[src/rtl/tm_sched_pkg.sv]
`default_nettype none

package tm_sched_pkg;

	// system clock of the scheduler, one tick per microsecond
	localparam int unsigned clk_freq_hz = 1_000_000;

	// one schedule period is 100 ms, the status request cadence of the link
	localparam int unsigned period_ticks = clk_freq_hz / 10;

	// wide enough to hold period_ticks - 1, which is 99 999 at 1 MHz
	localparam int unsigned ticks_w = $clog2(period_ticks);

	// a control word is 4 service, 62 data and 2 crc bytes
	localparam int unsigned ccw_bytes = 4 + 62 + 2;

	// each byte goes out as an 11 bit character on the serial line
	localparam int unsigned char_bits = 11;
	localparam int unsigned ccw_bits = ccw_bytes * char_bits;

	// control word time in clock ticks, 748 us at 1 Mbit/s
	localparam int unsigned ccw_ticks_1m = ccw_bits * (clk_freq_hz / 1_000_000);

	// the slow link is eight times longer per bit, so 5984 us
	localparam int unsigned ccw_ticks_125k = ccw_ticks_1m * 8;

	// the window opens two ticks early so the transmitter sees it in time
	localparam int unsigned pre_tm_guard = 2;

	// first tick of the pre-telemetry window for each link rate
	localparam logic [ticks_w-1:0] pre_tm_start_1m =
		ticks_w'(period_ticks - ccw_ticks_1m - 1 - pre_tm_guard);
	localparam logic [ticks_w-1:0] pre_tm_start_125k =
		ticks_w'(period_ticks - ccw_ticks_125k - 1 - pre_tm_guard);

	// at the 1 Hz telemetry rate only every tenth period carries telemetry
	localparam int unsigned periods_per_tm_slow = 10;
	localparam int unsigned cadence_w = 4;

	// serial link bit rate
	typedef enum logic {
		link_1m   = 1'b0,
		link_125k = 1'b1
	} link_rate_e;

	// telemetry rate, every period or every tenth period
	typedef enum logic {
		tm_10hz = 1'b0,
		tm_1hz  = 1'b1
	} tm_rate_e;

	// run-time configuration, only changed while n_rst is low
	typedef struct packed {
		link_rate_e link_rate;
		tm_rate_e   tm_rate;
	} link_cfg_t;

	// period_end is a one cycle strobe on the final tick of a period
	typedef struct packed {
		logic               period_end;
		logic [ticks_w-1:0] ticks;
	} timer_status_t;

	// tm is a one cycle strobe, pre_tm_en is a level covering the whole period
	typedef struct packed {
		logic tm;
		logic pre_tm_en;
	} cadence_t;

endpackage

`default_nettype wire

[src/rtl/frame_timer.sv]
`timescale 1ns/10ps
`default_nettype none

module frame_timer (
	input  logic                        clk,
	input  logic                        n_rst,
	output tm_sched_pkg::timer_status_t status
);

	import tm_sched_pkg::*;

	// last tick of the period, the count wraps to zero right after it
	localparam logic [ticks_w-1:0] last_tick = ticks_w'(period_ticks - 1);

	// tick position inside the current 100 ms period
	logic [ticks_w-1:0] ticks;

	// high for exactly one cycle, on the final tick of every period
	logic period_end;

	// the strobe is decoded straight from the count, so it lines up with
	// the tick value that the window compare in the scheduler sees
	assign period_end = (ticks == last_tick);

	// free running period counter
	// the first strobe comes 99 999 cycles after reset release, and from
	// then on once every 100 000 cycles
	always_ff @(posedge clk or negedge n_rst)
	begin
		if (!n_rst)
		begin
			ticks <= '0;
		end
		else if (period_end)
		begin
			// wrap on the cycle after the strobe
			ticks <= '0;
		end
		else
		begin
			ticks <= ticks + 1'b1;
		end
	end

	// both the status request and the window position are taken from
	// this one count, so they can never drift apart
	assign status.period_end = period_end;
	assign status.ticks      = ticks;

endmodule

`default_nettype wire

[src/rtl/tm_cadence.sv]
`timescale 1ns/10ps
`default_nettype none

module tm_cadence (
	input  logic                   clk,
	input  logic                   n_rst,
	input  tm_sched_pkg::tm_rate_e tm_rate,
	input  logic                   period_end,
	output tm_sched_pkg::cadence_t cadence
);

	import tm_sched_pkg::*;

	// index of the last period in a slow telemetry cycle
	localparam logic [cadence_w-1:0] last_period_idx =
		cadence_w'(periods_per_tm_slow - 1);

	// period index within the current telemetry cycle, 0 to 9
	logic [cadence_w-1:0] period_idx;

	// high during the whole period that ends with a slow-rate telemetry
	logic last_period;

	// period strobe that also closes a telemetry cycle
	logic cycle_end;

	assign last_period = (period_idx == last_period_idx);
	assign cycle_end   = period_end & last_period;

	// the index advances once per period strobe and wraps after ten periods
	// it keeps counting at the fast rate as well, where it is simply unused,
	// since the rate only changes while the block is held in reset
	always_ff @(posedge clk or negedge n_rst)
	begin
		if (!n_rst)
		begin
			period_idx <= '0;
		end
		else if (cycle_end)
		begin
			period_idx <= '0;
		end
		else if (period_end)
		begin
			period_idx <= period_idx + 1'b1;
		end
	end

	// telemetry strobe and window enable
	// at 10 Hz every period strobe is a telemetry strobe and the window
	// is enabled in every period
	// at 1 Hz only the strobe that closes the tenth period passes, and the
	// window enable covers that tenth period from its first tick to its last
	// so it falls again as soon as the index wraps
	always_comb
	begin
		if (tm_rate == tm_1hz)
		begin
			cadence.tm        = cycle_end;
			cadence.pre_tm_en = last_period;
		end
		else
		begin
			cadence.tm        = period_end;
			cadence.pre_tm_en = 1'b1;
		end
	end

endmodule

`default_nettype wire

[src/rtl/tm_gen.sv]
`timescale 1ns/10ps
`default_nettype none

module tm_gen (
	input  logic                    clk,
	input  logic                    n_rst,
	input  tm_sched_pkg::link_cfg_t cfg,
	input  logic                    tm_ack,
	input  logic                    sr_ack,
	output logic                    tm_rdy,
	output logic                    sr_rdy,
	output logic                    pre_tm
);

	import tm_sched_pkg::*;

	// tick count and period strobe, shared by the divider and the scheduler
	timer_status_t status;

	// telemetry strobe and window enable from the divider
	cadence_t cadence;

	// 100 ms period counter, the time base of the whole schedule
	frame_timer frame_timer_i (
		.clk    (clk),
		.n_rst  (n_rst),
		.status (status)
	);

	// steps once per period strobe, so it always agrees with the timer
	// about where a telemetry cycle starts
	tm_cadence tm_cadence_i (
		.clk        (clk),
		.n_rst      (n_rst),
		.tm_rate    (cfg.tm_rate),
		.period_end (status.period_end),
		.cadence    (cadence)
	);

	// ready flags against the acks of the transmitter, and the
	// pre-telemetry window placed by the link rate
	tx_scheduler tx_scheduler_i (
		.clk       (clk),
		.n_rst     (n_rst),
		.link_rate (cfg.link_rate),
		.status    (status),
		.cadence   (cadence),
		.tm_ack    (tm_ack),
		.sr_ack    (sr_ack),
		.tm_rdy    (tm_rdy),
		.sr_rdy    (sr_rdy),
		.pre_tm    (pre_tm)
	);

endmodule

`default_nettype wire

[src/rtl/tx_scheduler.sv]
`timescale 1ns/10ps
`default_nettype none

module tx_scheduler (
	input  logic                        clk,
	input  logic                        n_rst,
	input  tm_sched_pkg::link_rate_e    link_rate,
	input  tm_sched_pkg::timer_status_t status,
	input  tm_sched_pkg::cadence_t      cadence,
	input  logic                        tm_ack,
	input  logic                        sr_ack,
	output logic                        tm_rdy,
	output logic                        sr_rdy,
	output logic                        pre_tm
);

	import tm_sched_pkg::*;

	// next level of a ready flag
	// an event sets the flag and wins over an ack in the same cycle, so a
	// request that lands on top of the ack of the previous one is not lost
	// an ack only clears a flag that is already high, and with no event and
	// no ack the flag just holds
	function automatic logic flag_next(
		input logic cur,
		input logic evt,
		input logic ack
	);
		logic nxt;
		if (evt)
		begin
			nxt = 1'b1;
		end
		else if (ack)
		begin
			nxt = 1'b0;
		end
		else
		begin
			nxt = cur;
		end
		return nxt;
	endfunction

	// first tick of the pre-telemetry window for the current link rate
	logic [ticks_w-1:0] win_start;

	// tick count has reached the window start
	logic in_window;

	// next values of the two ready flags
	logic tm_rdy_next;
	logic sr_rdy_next;

	assign tm_rdy_next = flag_next(tm_rdy, cadence.tm, tm_ack);
	assign sr_rdy_next = flag_next(sr_rdy, status.period_end, sr_ack);

	// both flags rise one cycle after their strobe
	// there is no queue behind them, so events that arrive while a flag
	// is still waiting for its ack are absorbed into that flag
	always_ff @(posedge clk or negedge n_rst)
	begin
		if (!n_rst)
		begin
			tm_rdy <= 1'b0;
			sr_rdy <= 1'b0;
		end
		else
		begin
			tm_rdy <= tm_rdy_next;
			sr_rdy <= sr_rdy_next;
		end
	end

	// the window has to fit one full control word before the end of the
	// period, so a slower link opens it earlier
	// 1 Mbit/s gives tick 99 249, 125 kbit/s gives tick 94 013
	always_comb
	begin
		if (link_rate == link_125k)
		begin
			win_start = pre_tm_start_125k;
		end
		else
		begin
			win_start = pre_tm_start_1m;
		end
	end

	assign in_window = (status.ticks >= win_start);

	// pre-telemetry level, purely combinational from the count
	// the enable restricts it to periods that end in telemetry, and the
	// telemetry strobe itself masks the final tick, so the window closes
	// at tick 99 998 and the transmitter sees tm_rdy without overlap
	assign pre_tm = cadence.pre_tm_en & in_window & ~cadence.tm;

endmodule

`default_nettype wire

[config.mk]
export PLATFORM = sky130hd
export DESIGN_NAME = tm_gen
export DESIGN_NICKNAME = d
export VERILOG_FILES = /design/src/rtl/tm_sched_pkg.sv /design/src/rtl/frame_timer.sv /design/src/rtl/tm_cadence.sv /design/src/rtl/tm_gen.sv /design/src/rtl/tx_scheduler.sv
export SDC_FILE = /design/constraint.sdc
export NUM_CORES = 1
export LEC_CHECK = 0
export BUFFER_PORTS_ARGS = -buffer_cell sky130_fd_sc_hd__buf_2
export CORE_MARGIN = 4
export CORE_UTILIZATION = 23
export CTS_BUF_LIST = sky130_fd_sc_hd__clkbuf_8 sky130_fd_sc_hd__clkbuf_16
export DETAILED_ROUTE_END_ITERATION = 10
export GPL_ROUTABILITY_DRIVEN = 0
export SLEW_MARGIN = 30
export SYNTH_ARGS = -nofsm -noshare
export SYNTH_HDL_FRONTEND = slang
export SYNTH_SLANG_ARGS = --single-unit
[constraint.sdc]
create_clock -name clk -period 2.3 [get_ports clk]
set_clock_uncertainty 0.2 [all_clocks]
set_input_delay 0.115 -clock clk [delete_from_list [all_inputs] [get_ports clk]]
set_output_delay 0.115 -clock clk [all_outputs]
set_load 0.005 [all_outputs]
# Word-level counts from Yosys, hierarchy flattened
# Index checks and enable logic that the tools add are counted.
# Widths: inputs -> output; s select.
classes:
  add_sub_neg: 2
  magnitude_cmp: 1
  n_eq_ne: 2
  muxes: 9
  n_bitwise: 4
  n_reduce_logical: 3
ops:
  columns: ["op", "count"]
  rows:
  - ["$add 17x1->17 const B", 1]
  - ["$eq 17x17->1 const B", 1]
  - ["$ge 17x17->1", 1]
  - ["$mux 17", 1]
  - ["$mux 16", 1]
  - ["$mux 4", 2]
  - ["$reduce_bool 2->1", 3]
  - ["$add 4x1->4 const B", 1]
  - ["$eq 4x4->1 const B", 1]
  - ["$mux 1", 4]
  - ["$and 1x1->1", 3]
  - ["$mux 2", 1]
  - ["$not 1->1", 1]
word_totals:
  register_bits: 23
  input_bits: 6
  output_inout_bits: 3

# Longest topological paths before layout
# Gate-level depths: netlist of the first run.
logic_depth:
  word_depth: 5
  mapped_depth: 7
  mapped_depth_nobuf: 7

# Modules after synthesis
# From an unflattened synthesis of the first run, not the netlist that was laid out.
hier_totals:
  cells_unflattened: 128
  hier_area_um2: 1327.5
by_module_without_submodules:
  columns: ["module", "instances", "cells_each", "area_each_um2", "seq_area_each_um2"]
  rows:
  - ["frame_timer", 1, 75, 800.8, 425.4]
  - ["tx_scheduler", 1, 30, 277.8, 50.0]
  - ["tm_cadence", 1, 23, 249.0, 100.1]

# Worst setup path after synthesis of the first run
# Ideal clock, no wire load.
synth_timing:
  path_kind: "flip-flop to flip-flop"
  start: "register frame_timer_i.ticks[5]"
  end: "register tm_cadence_i.period_idx[2]"
  arrival_ns: 1.791
  required_time_ns: 1.975
  setup_slack_ns: 0.184
  stages_incl_launch_ff: 8
  period_less_slack_ns: 2.116
  cell_sequence: "dfrtp_1 > buf_6 > or4_1 > nor3_2 > and3_1 > buf_6 > nand2_2 > mux2_4"
synth_between:
  elab_chain_cells: 3
synth_rtl:
  columns: ["element", "line_no", "source"]
  rows:
  - ["start, declared", "frame_timer.sv:16", "logic [ticks_w-1:0] ticks;"]
  - ["start signal, assigned", "frame_timer.sv:41", "ticks <= ticks + 1'b1;"]
  - ["$eq 17x17->1 (*)", "frame_timer.sv:23", "assign period_end = (ticks == last_tick);"]
  - ["$and 1x1->1", "tm_cadence.sv:28", "assign cycle_end = period_end & last_period;"]
  - ["$mux 4 / $reduce_bool 2->1 (equally long branches)", null, null]
  - ["end signal, assigned", "tm_cadence.sv:45", "period_idx <= period_idx + 1'b1;"]
  - ["end, declared", "tm_cadence.sv:19", "logic [cadence_w-1:0] period_idx;"]
# Every way passes the cells marked *; elsewhere a longest branch is shown, timed or not.
# A chain may end at the register's enable or synchronous reset.

# Worst setup path in the final report of the first run
layout_timing:
  start: "register frame_timer_i.ticks[6]"
  end: "output pre_tm"
layout_between:
  elab_chain_cells: 5
layout_rtl:
  columns: ["element", "line_no", "source"]
  rows:
  - ["parallel branches: the longest is 4 deep, another holds $ge 17x17->1", null, null]
  - ["$and 1x1->1 (*)", "tx_scheduler.sv:96", "assign pre_tm = cadence.pre_tm_en & in_window & ~cadence.tm;"]
  - ["end, declared", "tm_gen.sv:12", "output logic pre_tm"]
# Mark *: on every way between the ends.

==> results.yml, run 1 <==
synth:
  synth_top_area_cell: "dfrtp_1"
  muxShareOfSynthArea: 0.0188
  postSynthCellCount: 131
  synth_sequential_area_ratio: 0.433
  postSynth.topFlopCell: "dfrtp_1"
  complex_gate_fraction_of_the_synthesized_area: 0.0932
  synth_simple_gate_area_share: 0.222
  synth.cell_area_um2: 1330
  xor_xnor_share_of_the_synthesized_area: 0.0857
  synth.area.top_cells: "dfrtp_1 43%, ha_1 11%, xor2_1 4.6%"
  synth_cell_type_count: 35
  syn-num-nets: 149
  synth.ff_latch_count: 23
  ys.warnings.count: 0
  asyncSetResetFlopFracSynth: 1.00
  synth_edf_count: 0
  synth_top_area_share: 0.433
  post_synth_fa_ha_maj_area_fraction: 0.113
  main_combinational_cell_family_by_area_after_synthesis: "simple AND/OR/NAND/NOR gates"
  avgSynthCellArea_um2: 10.1
cells_and_area:
  antenna_diode_count: 0
  share_of_final_layout_standard_cells_stronger_than_drive_strength_1: 0.206
  area_taken_by_multi_input_logic_gates_um2: 763
  post-route-cell-area_um2: 1660
  synthToLayoutAreaGrowth_pct: 25.2
  ff_latch_area_um2: 578
  layout_commonest_cell: "dfrtp_1"
  layout_common_cells: "21 x dfrtp_1, 14 x nor2_1, 11 x nand3_1"
  nets: 174
  n_fill_cell: 575
grt:
  grtUsageMet1: 0.112
  grt_busiest_layer: "met2"
  grt_pass1_vias: 997
  grt_antenna_before_repair: 0
  grt_first_pass_wirelength_um: 4670
  grt_met2_usage: 0.124
  grt_use_total: 0.0814
  largest_net_degree_at_the_start_of_global_routing: 24
  grt-ovfl-total: 0
  met3_grt_util: 0.0178
drt:
  ant_nets: 0
  detail_route.drc_violations: 0
  detailedRoute.firstPassIterationCount: 4
  detailroute.via_count: 1043
  post_route_wl_um: 2820
  drt_first_iter_violations: 44
  detail_route.vias_per_cell: 4.59
  wl_per_cell_um: 12.4
power_and_ir_drop:
  power.share.combinational: 0.046
  switching_component_of_the_power_mw: 0.148
  irDropWorstVdd_mv: 0.172
  netSwitchingFraction: 0.217
  register_share_of_total_power: 0.590
  cellLeakagePower_nw: 0.776
  clock_power_share: 0.364
  power_per_unit_of_standard_cell_area_nw_per_um2: 411
  p_int_mw: 0.536
timing:
  report.final.slew_viol_count: 0
  setup_viol_count_final: 0
  final_hold_viol_count: 0
  fin_crit_sh: 0.955
  achievable-frequency_mhz: 455
  layout_min_cycle_time_ps: 2200
  timing_worst_slew_pin_value_ps: 509
  totalNegativeSetupSlack_ps: 0
  slew_headroom: 0.661
die:
  die_area_um2: 7060
  placeableCoreArea_um2: 5540
  initial_core_util: 0.240
  die_h_um: 84.0
  die_wd_um: 84.0
  core.rowCount: 27
  io-pin-count: 9
clocking:
  worst_skew_pair.late_latency_ps: 270
  tritoncts: "built"
  max-clock-path-buffers: 2
  cts-buffers-inserted: 3
  htree_depth: 1
  worst_setup_hold_path_clk_slew_ps: 80
  clock-sinks: 23
  ctsRootBufferMaster: "clkbuf_8"
placement:
  dpl.hpwl_um: 1980
  portBuffers: 8
  dpl-instance-area_um2: 1480
worst_setup_path:
  worst-endpoint-arrival_ps: 1880
  crit_type: "register to output port"
  cp_max_fo: 7
  worst_setup_path_start_kind: "register"
  critical_path.endpoint_type: "output port"
  timing.critical_path.required_ps: 1990
status:
  outcome: "finished, final reports clean"
job:
  drv_cap: 0
worst_hold_path:
  holdCritPathClass: "input pin to register"
final cells by class:
type / count / area share
timing repair buffer: 22 / 0.0992
tap: 72 / 0.0541
clock buffer: 3 / 0.0248
multi-input combinational: 100 / 0.459
clock inverter: 1 / 0.00226
sequential: 23 / 0.347
inverter: 6 / 0.0135
what timing repair did:
action | 4_1_cts | 5_1_grt
hold buffers | 3 | 0
setup endpoints to repair | 1 | 1
buffers inserted | 1 | 4
gates cloned | 0 | 0
pin swaps | 0 | 4
gates resized for setup | 0 | 8
hold endpoints to repair | 25 | 0
power by group through the flow:
stage	sequential (mW)	combinational, mW	clock (mW)
finish	0.404	0.0314	0.249
global route	0.404	0.0363	0.272
CTS	0.404	0.0283	0.256
detailed placement	0.412	0.0244	0
global placement	0.412	0.0242	0
floorplan	0.412	0.00869	0
synth_stat cells (all sizes together), types with 2 or more instances:
master / instances
a21o: 2
a21oi: 3
and3: 4
and4: 2
buf: 2
dfrtp: 23
ha: 12
inv: 6
nand2: 7
nand3: 12
nand4: 6
nor2: 14
nor3: 5
o211ai: 2
o21ai: 4
xnor2: 6
xor2: 7
layer usage:
metal | vias up | wire, um
met4 | 0 | 29
li1 | 527 | -
met5 | - | 0
met1 | 503 | 1420
met2 | 10 | 1310
met3 | 3 | 57
cell families after synthesis:
logic type / after synthesis
and+or+nand+nor: 55
DFF: 23
AOI/OAI and AO/OA: 18
xor gates and xnor gates: 13
adders and majority gates: 12
buffers and inverters: 8
muxes: 2
worst max-delay path: stages, from the launching register on:
cell	delay, ps
dfrtp_2	450
or4_1	560
nor3_4	230
nand3_4	120
o311a_1	130
buf_2	130
final timing paths:
| path | from | to | slack, ps | cells past startpoint |
|---|---|---|---|---|
| max | frame_timer_i.ticks[6] | pre_tm | 100 | 5 |
| min | cfg[0] | tx_scheduler_i.tm_rdy | 50 | 3 |
| max reg2reg | frame_timer_i.ticks[6] | tm_cadence_i.period_idx[1] | 120 | 6 |
| min reg2reg | tx_scheduler_i.tm_rdy | tx_scheduler_i.tm_rdy | 320 | 1 |
| max in group asynchronous | n_rst | frame_timer_i.ticks[6] | 1380 | 2 |
| min in group asynchronous | n_rst | frame_timer_i.ticks[11] | 150 | 2 |
flip-flops by register name, indices dropped and copies added (netlist names):
name,cells
tm_cadence_i.period_idx,4
tx_scheduler_i.tm_rdy,1
frame_timer_i.ticks,17
tx_scheduler_i.sr_rdy,1
metrics by stage:
stage | power (mW) | worst slack (ps) | std cells | utilization | hold WS (ps)
4_1_cts | 0.689 | 11.2 | 223 | 0.282 | 44.6
6_report | 0.684 | 103 | 227 | 0.300 | 48.4
5_1_grt | 0.713 | -3.38 | 227 | 0.300 | 95.5
3_5_place_dp | 0.436 | 220 | 215 | 0.267 | -73.4
3_3_place_gp | 0.436 | 242 | 215 | 0.267 | -71.7
2_1_floorplan | 0.421 | 184 | 131 | - | -381
Note: power is estimated with default switching activity, not from simulation.
==> run 2: changes to the inputs <==
--- a/config.mk
+++ b/config.mk
@@ -5,6 +5,7 @@
 export SDC_FILE = /design/constraint.sdc
 export NUM_CORES = 1
 export LEC_CHECK = 0
+export ABC_AREA = 1
 export BUFFER_PORTS_ARGS = -buffer_cell sky130_fd_sc_hd__buf_2
 export CORE_MARGIN = 4
 export CORE_UTILIZATION = 23
==> run 2 against run 1 <==
  * Sequential share of layout area fell by 2.0 points
  * Sequential cell count did not move
  * Die area rose by 15%
  * Final cell count rose by 30%
  * Synthesized area rose by 17%
  * Setup slack got worse by 25 ps
  * Largest cell class unchanged
  * Critical path type is now register to register
  * Non-clock buffer count fell by 10
  * Clock power rose by 3%
  * Final area rose by 5.8%
  * Global-route usage rose by 0.59 points
  * First-iteration DRC count rose by 140%
  * Maximum frequency fell by 1.1%
==> results.yml, run 2 <==
status:
  outcome: "finished, final reports clean"
die:
  io-pin-count: 9
  placeableCoreArea_um2: 6460
  die_area_um2: 8110
  die_wd_um: 90.1
  core.rowCount: 29
  initial_core_util: 0.240
  die_h_um: 90.1
clocking:
  htree_depth: 1
  worst_setup_hold_path_clk_slew_ps: 90
  clock-sinks: 23
  ctsRootBufferMaster: "clkbuf_8"
  cts-buffers-inserted: 3
  tritoncts: "built"
  worst_skew_pair.late_latency_ps: 260
  max-clock-path-buffers: 2
synth:
  synth_top_area_share: 0.372
  synth_edf_count: 0
  synth_cell_type_count: 30
  avgSynthCellArea_um2: 7.63
  complex_gate_fraction_of_the_synthesized_area: 0.0638
  synth.ff_latch_count: 23
  syn-num-nets: 221
  yosys-top-cells-count: "48 x nand2_1, 29 x inv_1, 23 x dfrtp_1"
  asyncSetResetFlopFracSynth: 1.00
  synth_sequential_area_ratio: 0.372
  synth.cell_area_um2: 1550
  main_combinational_cell_family_by_area_after_synthesis: "simple AND/OR/NAND/NOR gates"
  synth_top_area_cell: "dfrtp_1"
  post_synth_fa_ha_maj_area_fraction: 0.0969
  synth_most_common_cell: "nand2_1"
  xor_xnor_share_of_the_synthesized_area: 0.0509
  postSynthCellCount: 203
  ys.warnings.count: 0
  postSynth.topFlopCell: "dfrtp_1"
  synth.area.top_cells: "dfrtp_1 37%, nand2_1 12%, ha_1 9.7%"
  muxShareOfSynthArea: 0
  synth_simple_gate_area_share: 0.333
drt:
  detailroute.via_count: 1319
  post_route_wl_um: 3370
  ant_nets: 0
  detailedRoute.firstPassIterationCount: 4
  detail_route.vias_per_cell: 4.49
  wl_per_cell_um: 11.5
  detail_route.drc_violations: 0
  drt_first_iter_violations: 107
placement:
  dpl.hpwl_um: 2670
  portBuffers: 8
  place.detailed.instances: 286
worst_setup_path:
  regToRegSetupSlack_ps: 80
  worst-endpoint-arrival_ps: 2180
  worst_r2r_endpoint: "tx_scheduler_i.tm_rdy"
  reg_to_reg_start: "frame_timer_i.ticks[0]"
  reg2reg_depth: 8
  cp_max_fo: 6
  critical_path.endpoint_type: "register"
  worst_setup_path_start_kind: "register"
  timing.critical_path.required_ps: 2250
  crit_type: "register to register"
power_and_ir_drop:
  power.share.combinational: 0.046
  cellLeakagePower_nw: 0.914
  fin_total_pwr_mw: 0.693
  p_int_mw: 0.537
  netSwitchingFraction: 0.226
  clock_power_share: 0.371
  irDropWorstVdd_mv: 0.235
  power_per_unit_of_standard_cell_area_nw_per_um2: 394
  register_share_of_total_power: 0.582
  switching_component_of_the_power_mw: 0.157
timing:
  slew_headroom: 0.647
  rsz0062_at_grt: "true"
  report.final.slew_viol_count: 0
  achievable-frequency_mhz: 450
  totalNegativeSetupSlack_ps: 0
  hold_ws_ps: 150
  fin_crit_sh: 0.966
  final_hold_viol_count: 0
  setup_viol_count_final: 0
  timing_worst_slew_pin_value_ps: 530
  layout_min_cycle_time_ps: 2220
cells_and_area:
  n_fill_cell: 692
  synthToLayoutAreaGrowth_pct: 13.7
  antenna_diode_count: 0
  layout.cells.non_filler: 294
  register_name_with_the_most_flops: "frame_timer_i.ticks"
  layout_commonest_cell: "nand2_1"
  largest_register_ffs: 17
  share_of_final_layout_standard_cells_stronger_than_drive_strength_1: 0.124
  layout_common_cells: "48 x nand2_1, 29 x inv_1, 22 x dfrtp_1"
  top_regs: "frame_timer_i.ticks x17, tm_cadence_i.period_idx x4"
  nets: 236
grt:
  largest_net_degree_at_the_start_of_global_routing: 24
  grt_use_total: 0.0873
  grt_pass1_vias: 1255
  grt_first_pass_wirelength_um: 5870
  grt-ovfl-total: 0
  grt_antenna_before_repair: 0
worst_hold_path:
  holdCritPathClass: "input pin to async pin"
job:
  drv_cap: 0
## run 2: kinds of logic (layout without fill, tap and decap cells)
| logic type | count (synthesis) | count (layout) |
|---|---|---|
| AOI/OAI and AO/OA | 18 | 18 |
| adders and majority gates | 12 | 12 |
| buffers and inverters | 33 | 47 |
| and+or+nand+nor | 108 | 108 |
| DFF | 23 | 23 |
| xor gates and xnor gates | 9 | 9 |
## run 2: worst max path at each step
| stage | from | end | slack (ps) |
|---|---|---|---|
| after floorplan | frame_timer_i.ticks[0] | tm_cadence_i.period_idx[2] | 700 |
| after global placement | frame_timer_i.ticks[0] | pre_tm | 490 |
| after detailed placement | frame_timer_i.ticks[1] | pre_tm | 430 |
| after CTS | frame_timer_i.ticks[0] | tx_scheduler_i.tm_rdy | 60 |
| after global routing | frame_timer_i.ticks[0] | tx_scheduler_i.tm_rdy | -90 |
| final | frame_timer_i.ticks[0] | tx_scheduler_i.tm_rdy | 80 |
## run 2: final cells by class
| class | count | area, um^2 | area share |
|---|---|---|---|
| clock buffer | 3 | 41.3 | 0.0235 |
| inverter | 31 | 118 | 0.0668 |
| clock inverter | 1 | 5.00 | 0.00284 |
| timing repair buffer | 12 | 80.1 | 0.0455 |
| multi-input combinational | 147 | 843 | 0.479 |
| sequential | 23 | 577 | 0.328 |
| tap | 77 | 96.3 | 0.0547 |
## run 2: timing repair
action | 4_1_cts | 5_1_grt
hold endpoints to repair | 25 | 0
hold buffers | 4 | 0
gates resized for setup | 0 | 1
endpoints found under the setup margin | 0 | 2
buffers inserted | 0 | 0
## run 2: power groups by stage
stage               registers [mW]  logic (mW)  clock network [mW]
floorplan                    0.412      0.0127                   0
global placement             0.412      0.0297                   0
detailed placement           0.412      0.0299                   0
CTS                          0.404      0.0339               0.270
global route                 0.404      0.0391               0.289
finish                       0.404      0.0322               0.257
## run 2: routing by layer
| layer | share of wire | wire length, um | global-route usage |
|---|---|---|---|
| met1 | 0.50 | 1700 | 0.126 |
| met2 | 0.44 | 1490 | 0.137 |
| met3 | 0.039 | 132 | 0.0134 |
| met4 | 0.014 | 46 | 0.0191 |
| met5 | 0 | 0 | 0 |
## run 2: metrics by stage
stage,setup WS [ps],utilization,area [um^2]
after floorplan,697,-,1550
after global placement,487,0.259,1670
after detailed placement,435,0.259,1670
after CTS,63.5,0.272,1760
after global routing,-89.4,0.273,1760
final,77.2,0.273,1760
## run 2: worst max-delay path: stages, from the launching register on
cell and delay [ps]:
dfrtp_1 440, ha_1 250, nand3_2 130, inv_1 100
nand3_2 170, clkinv_2 130, nand2_1 80, o21ai_0 70
dlygate4sd3_1 550
==> run 3: changes to the inputs <==
--- a/config.mk
+++ b/config.mk
@@ -5,7 +5,6 @@
 export SDC_FILE = /design/constraint.sdc
 export NUM_CORES = 1
 export LEC_CHECK = 0
-export ABC_AREA = 1
 export BUFFER_PORTS_ARGS = -buffer_cell sky130_fd_sc_hd__buf_2
 export CORE_MARGIN = 4
 export CORE_UTILIZATION = 23
@@ -15,4 +14,5 @@
 export SLEW_MARGIN = 30
 export SYNTH_ARGS = -nofsm -noshare
 export SYNTH_HDL_FRONTEND = slang
+export SYNTH_HIERARCHICAL = 1
 export SYNTH_SLANG_ARGS = --single-unit
==> run 3 against run 2 <==
  * The run now ends with setup timing left
  * Sequential cell count unchanged
  * Register-to-register slack got worse by 150 ps
  * Clock-buffer cell count unchanged
  * Final cell count decreased by 20%
  * Synthesized cell count decreased by 37%
  * Sequential share of layout area increased by 0.74 points
  * Non-clock buffer count increased by 22
  * Combinational power decreased by 6.5%
  * Largest cell class unchanged
  * Largest power group unchanged
  * Highest routed layer unchanged
==> results.yml, run 3 <==
status:
  outcome: "complete, but fails checks"
  violations: "setup timing"
synth:
  asyncSetResetFlopFracSynth: 1.00
  postSynth.topFlopCell: "dfrtp_1"
  synth_sequential_area_ratio: 0.434
  synth_most_common_cell: "dfrtp_1"
  synth_top_area_share: 0.434
  ys.warnings.count: 6
  synth.area.top_cells: "dfrtp_1 43%, ha_1 10%, xnor2_1 5.9%"
  synth.cell_area_um2: 1330
  synth_edf_count: 0
  synth.ff_latch_count: 23
  avgSynthCellArea_um2: 10.4
  syn-num-nets: 145
  yosys-top-cells-count: "23 x dfrtp_1, 12 x nand2_1, 11 x ha_1"
  postSynthCellCount: 128
  synth_top_area_cell: "dfrtp_1"
  synth_cell_type_count: 37
cells_and_area:
  largest_register_ffs: 17
  nets: 182
  n_fill_cell: 588
  final_core_utilization: 0.310
  share_of_final_layout_standard_cells_stronger_than_drive_strength_1: 0.280
  register_name_with_the_most_flops: "frame_timer_i/ticks"
  synthToLayoutAreaGrowth_pct: 29.4
  top_regs: "frame_timer_i/ticks x17, tm_cadence_i/period_idx x4"
  layout_commonest_cell: "dfrtp_1"
  antenna_diode_count: 0
  layout.cells.non_filler: 236
  layout_common_cells: "23 x dfrtp_1, 22 x buf_4, 11 x nand2_1, 11 x ha_1, 10 x nor2_1"
worst_setup_path:
  timing.critical_path.required_ps: 1990
  worst-endpoint-arrival_ps: 2490
  regToRegSetupSlack_ps: -70
  worst_setup_path_start_kind: "register"
  reg_to_reg_start: "frame_timer_i/ticks[11]"
  reg2reg_depth: 6
  worstSetupStartpoint: "frame_timer_i/ticks[11]"
  worst_r2r_endpoint: "tm_cadence_i/period_idx[1]"
  setup.worst_path.end: "pre_tm"
  critical_path.endpoint_type: "output port"
  crit_type: "register to output port"
  cp_max_fo: 2
grt:
  grt_first_pass_wirelength_um: 4920
  grt_use_total: 0.0855
  grt-ovfl-total: 0
  largest_net_degree_at_the_start_of_global_routing: 24
  grt_antenna_before_repair: 0
  grt_pass1_vias: 1015
timing:
  achievable-frequency_mhz: 356
  totalNegativeSetupSlack_ps: -669
  timing_worst_slew_pin_value_ps: 529
  hold_ws_ps: 156
  setup_viol_count_final: 5
  layout_min_cycle_time_ps: 2810
  fin_crit_sh: 1.22
  rsz0062_at_grt: "true"
  layout_setup_ws_ps: -506
  slew_headroom: 0.647
  final_hold_viol_count: 0
  report.final.slew_viol_count: 0
job:
  drv_cap: 0
drt:
  detail_route.vias_per_cell: 4.34
  ant_nets: 0
  drt_first_iter_violations: 58
  detail_route.drc_violations: 0
  detailedRoute.firstPassIterationCount: 4
  post_route_wl_um: 2880
  detailroute.via_count: 1025
  wl_per_cell_um: 12.2
clocking:
  tritoncts: "built"
  htree_depth: 1
  worst_setup_hold_path_clk_slew_ps: 80
  clock-sinks: 23
  cts-buffers-inserted: 3
  max-clock-path-buffers: 2
  ctsRootBufferMaster: "clkbuf_8"
  worst_skew_pair.late_latency_ps: 270
die:
  die_area_um2: 7050
  core.rowCount: 27
  die_h_um: 84.0
  io-pin-count: 9
  die_wd_um: 84.0
  initial_core_util: 0.240
  placeableCoreArea_um2: 5540
placement:
  portBuffers: 8
  dpl.hpwl_um: 2140
  place.detailed.instances: 227
power_and_ir_drop:
  power_per_unit_of_standard_cell_area_nw_per_um2: 398
  fin_total_pwr_mw: 0.684
  irDropWorstVdd_mv: 0.310
  cellLeakagePower_nw: 0.862
worst_hold_path:
  holdCritPathClass: "input pin to async pin"
[run 3: cell count changes after synthesis, moves of 3 or more]
cell,delta
a21o_1,+3
inv_1,-24
nor2_1,-10
a21oi_1,-3
nor3_2,-3
nand4_1,-3
nor2_2,-3
nand2_1,-36
o21ai_0,-3
nand3_1,-5
xnor2_1,+7
[run 3: report_power, final]
part / internal, mW / switching (mW)
Combinational: 0.0113 / 0.0188
Sequential: 0.404 / 0
Clock: 0.121 / 0.129
Total: 0.536 / 0.148
[run 3: logic make-up after synthesis]
logic type / Yosys count / synth area share
XOR/XNOR: 14 / 0.0924
adder cells (fa/ha/maj): 11 / 0.104
AO/OA/AOI/OAI: 19 / 0.0980
buffers and inverters: 7 / 0.0226
AND/OR/NAND/NOR: 53 / 0.238
multiplexers: 1 / 0.0113
flip-flops: 23 / 0.434
[run 3: critical path, stage by stage (launching register included)]
cell and delay (ps):
dfrtp_1 390, or4_1 520, or4_4 440, nor4_4 170, and2_4 180, nand4b_1 120, nor4_1 70, o21ai_1 100
o211ai_1 110, buf_2 130
[run 3: per-layer routing]
metal / routed length (um) / up-vias / GRT usage
met5: 0 / - / 0
met4: 20 / 0 / 0.0175
met3: 83 / 2 / 0.0217
met2: 1270 / 11 / 0.130
met1: 1500 / 480 / 0.122
li1: - / 532 / -
[run 3: stage by stage]
stage	instance area (um^2)	setup WS, ps
2_1_floorplan	1330	-412
3_3_place_gp	1610	-135
3_5_place_dp	1610	-210
4_1_cts	1720	-492
5_1_grt	1720	-598
6_report	1720	-506
[run 3: worst min path at each step]
stage / start / end / slack [ps] / cells past startpoint
after floorplan: n_rst / frame_timer_i/ticks[0] / -380 / 0
after global placement: n_rst / frame_timer_i/ticks[16] / -70 / 1
after detailed placement: n_rst / frame_timer_i/ticks[16] / -60 / 1
after CTS: cfg[0] / tx_scheduler_i/tm_rdy / 170 / 5
after global routing: cfg[0] / tx_scheduler_i/tm_rdy / 200 / 5
final: n_rst / frame_timer_i/ticks[16] / 160 / 2
[run 3: area by class of cell]
| type | instances | area, um^2 | area share |
|---|---|---|---|
| inverter | 5 | 18.8 | 0.0109 |
| multi-input combinational | 98 | 741 | 0.431 |
| tap | 72 | 90.1 | 0.0524 |
| clock inverter | 1 | 5.00 | 0.00291 |
| clock buffer | 3 | 41.3 | 0.0240 |
| timing repair buffer | 34 | 246 | 0.143 |
| sequential | 23 | 576 | 0.335 |
[run 3: repair_timing]
| action | in CTS | in global routing |
|---|---|---|
| buffers inserted | 3 | 0 |
| hold endpoints to repair | 25 | 0 |
| pin swaps | 6 | 0 |
| setup endpoints to repair | 5 | 15 |
| gates resized for setup | 5 | 1 |
| hold buffers | 3 | 0 |
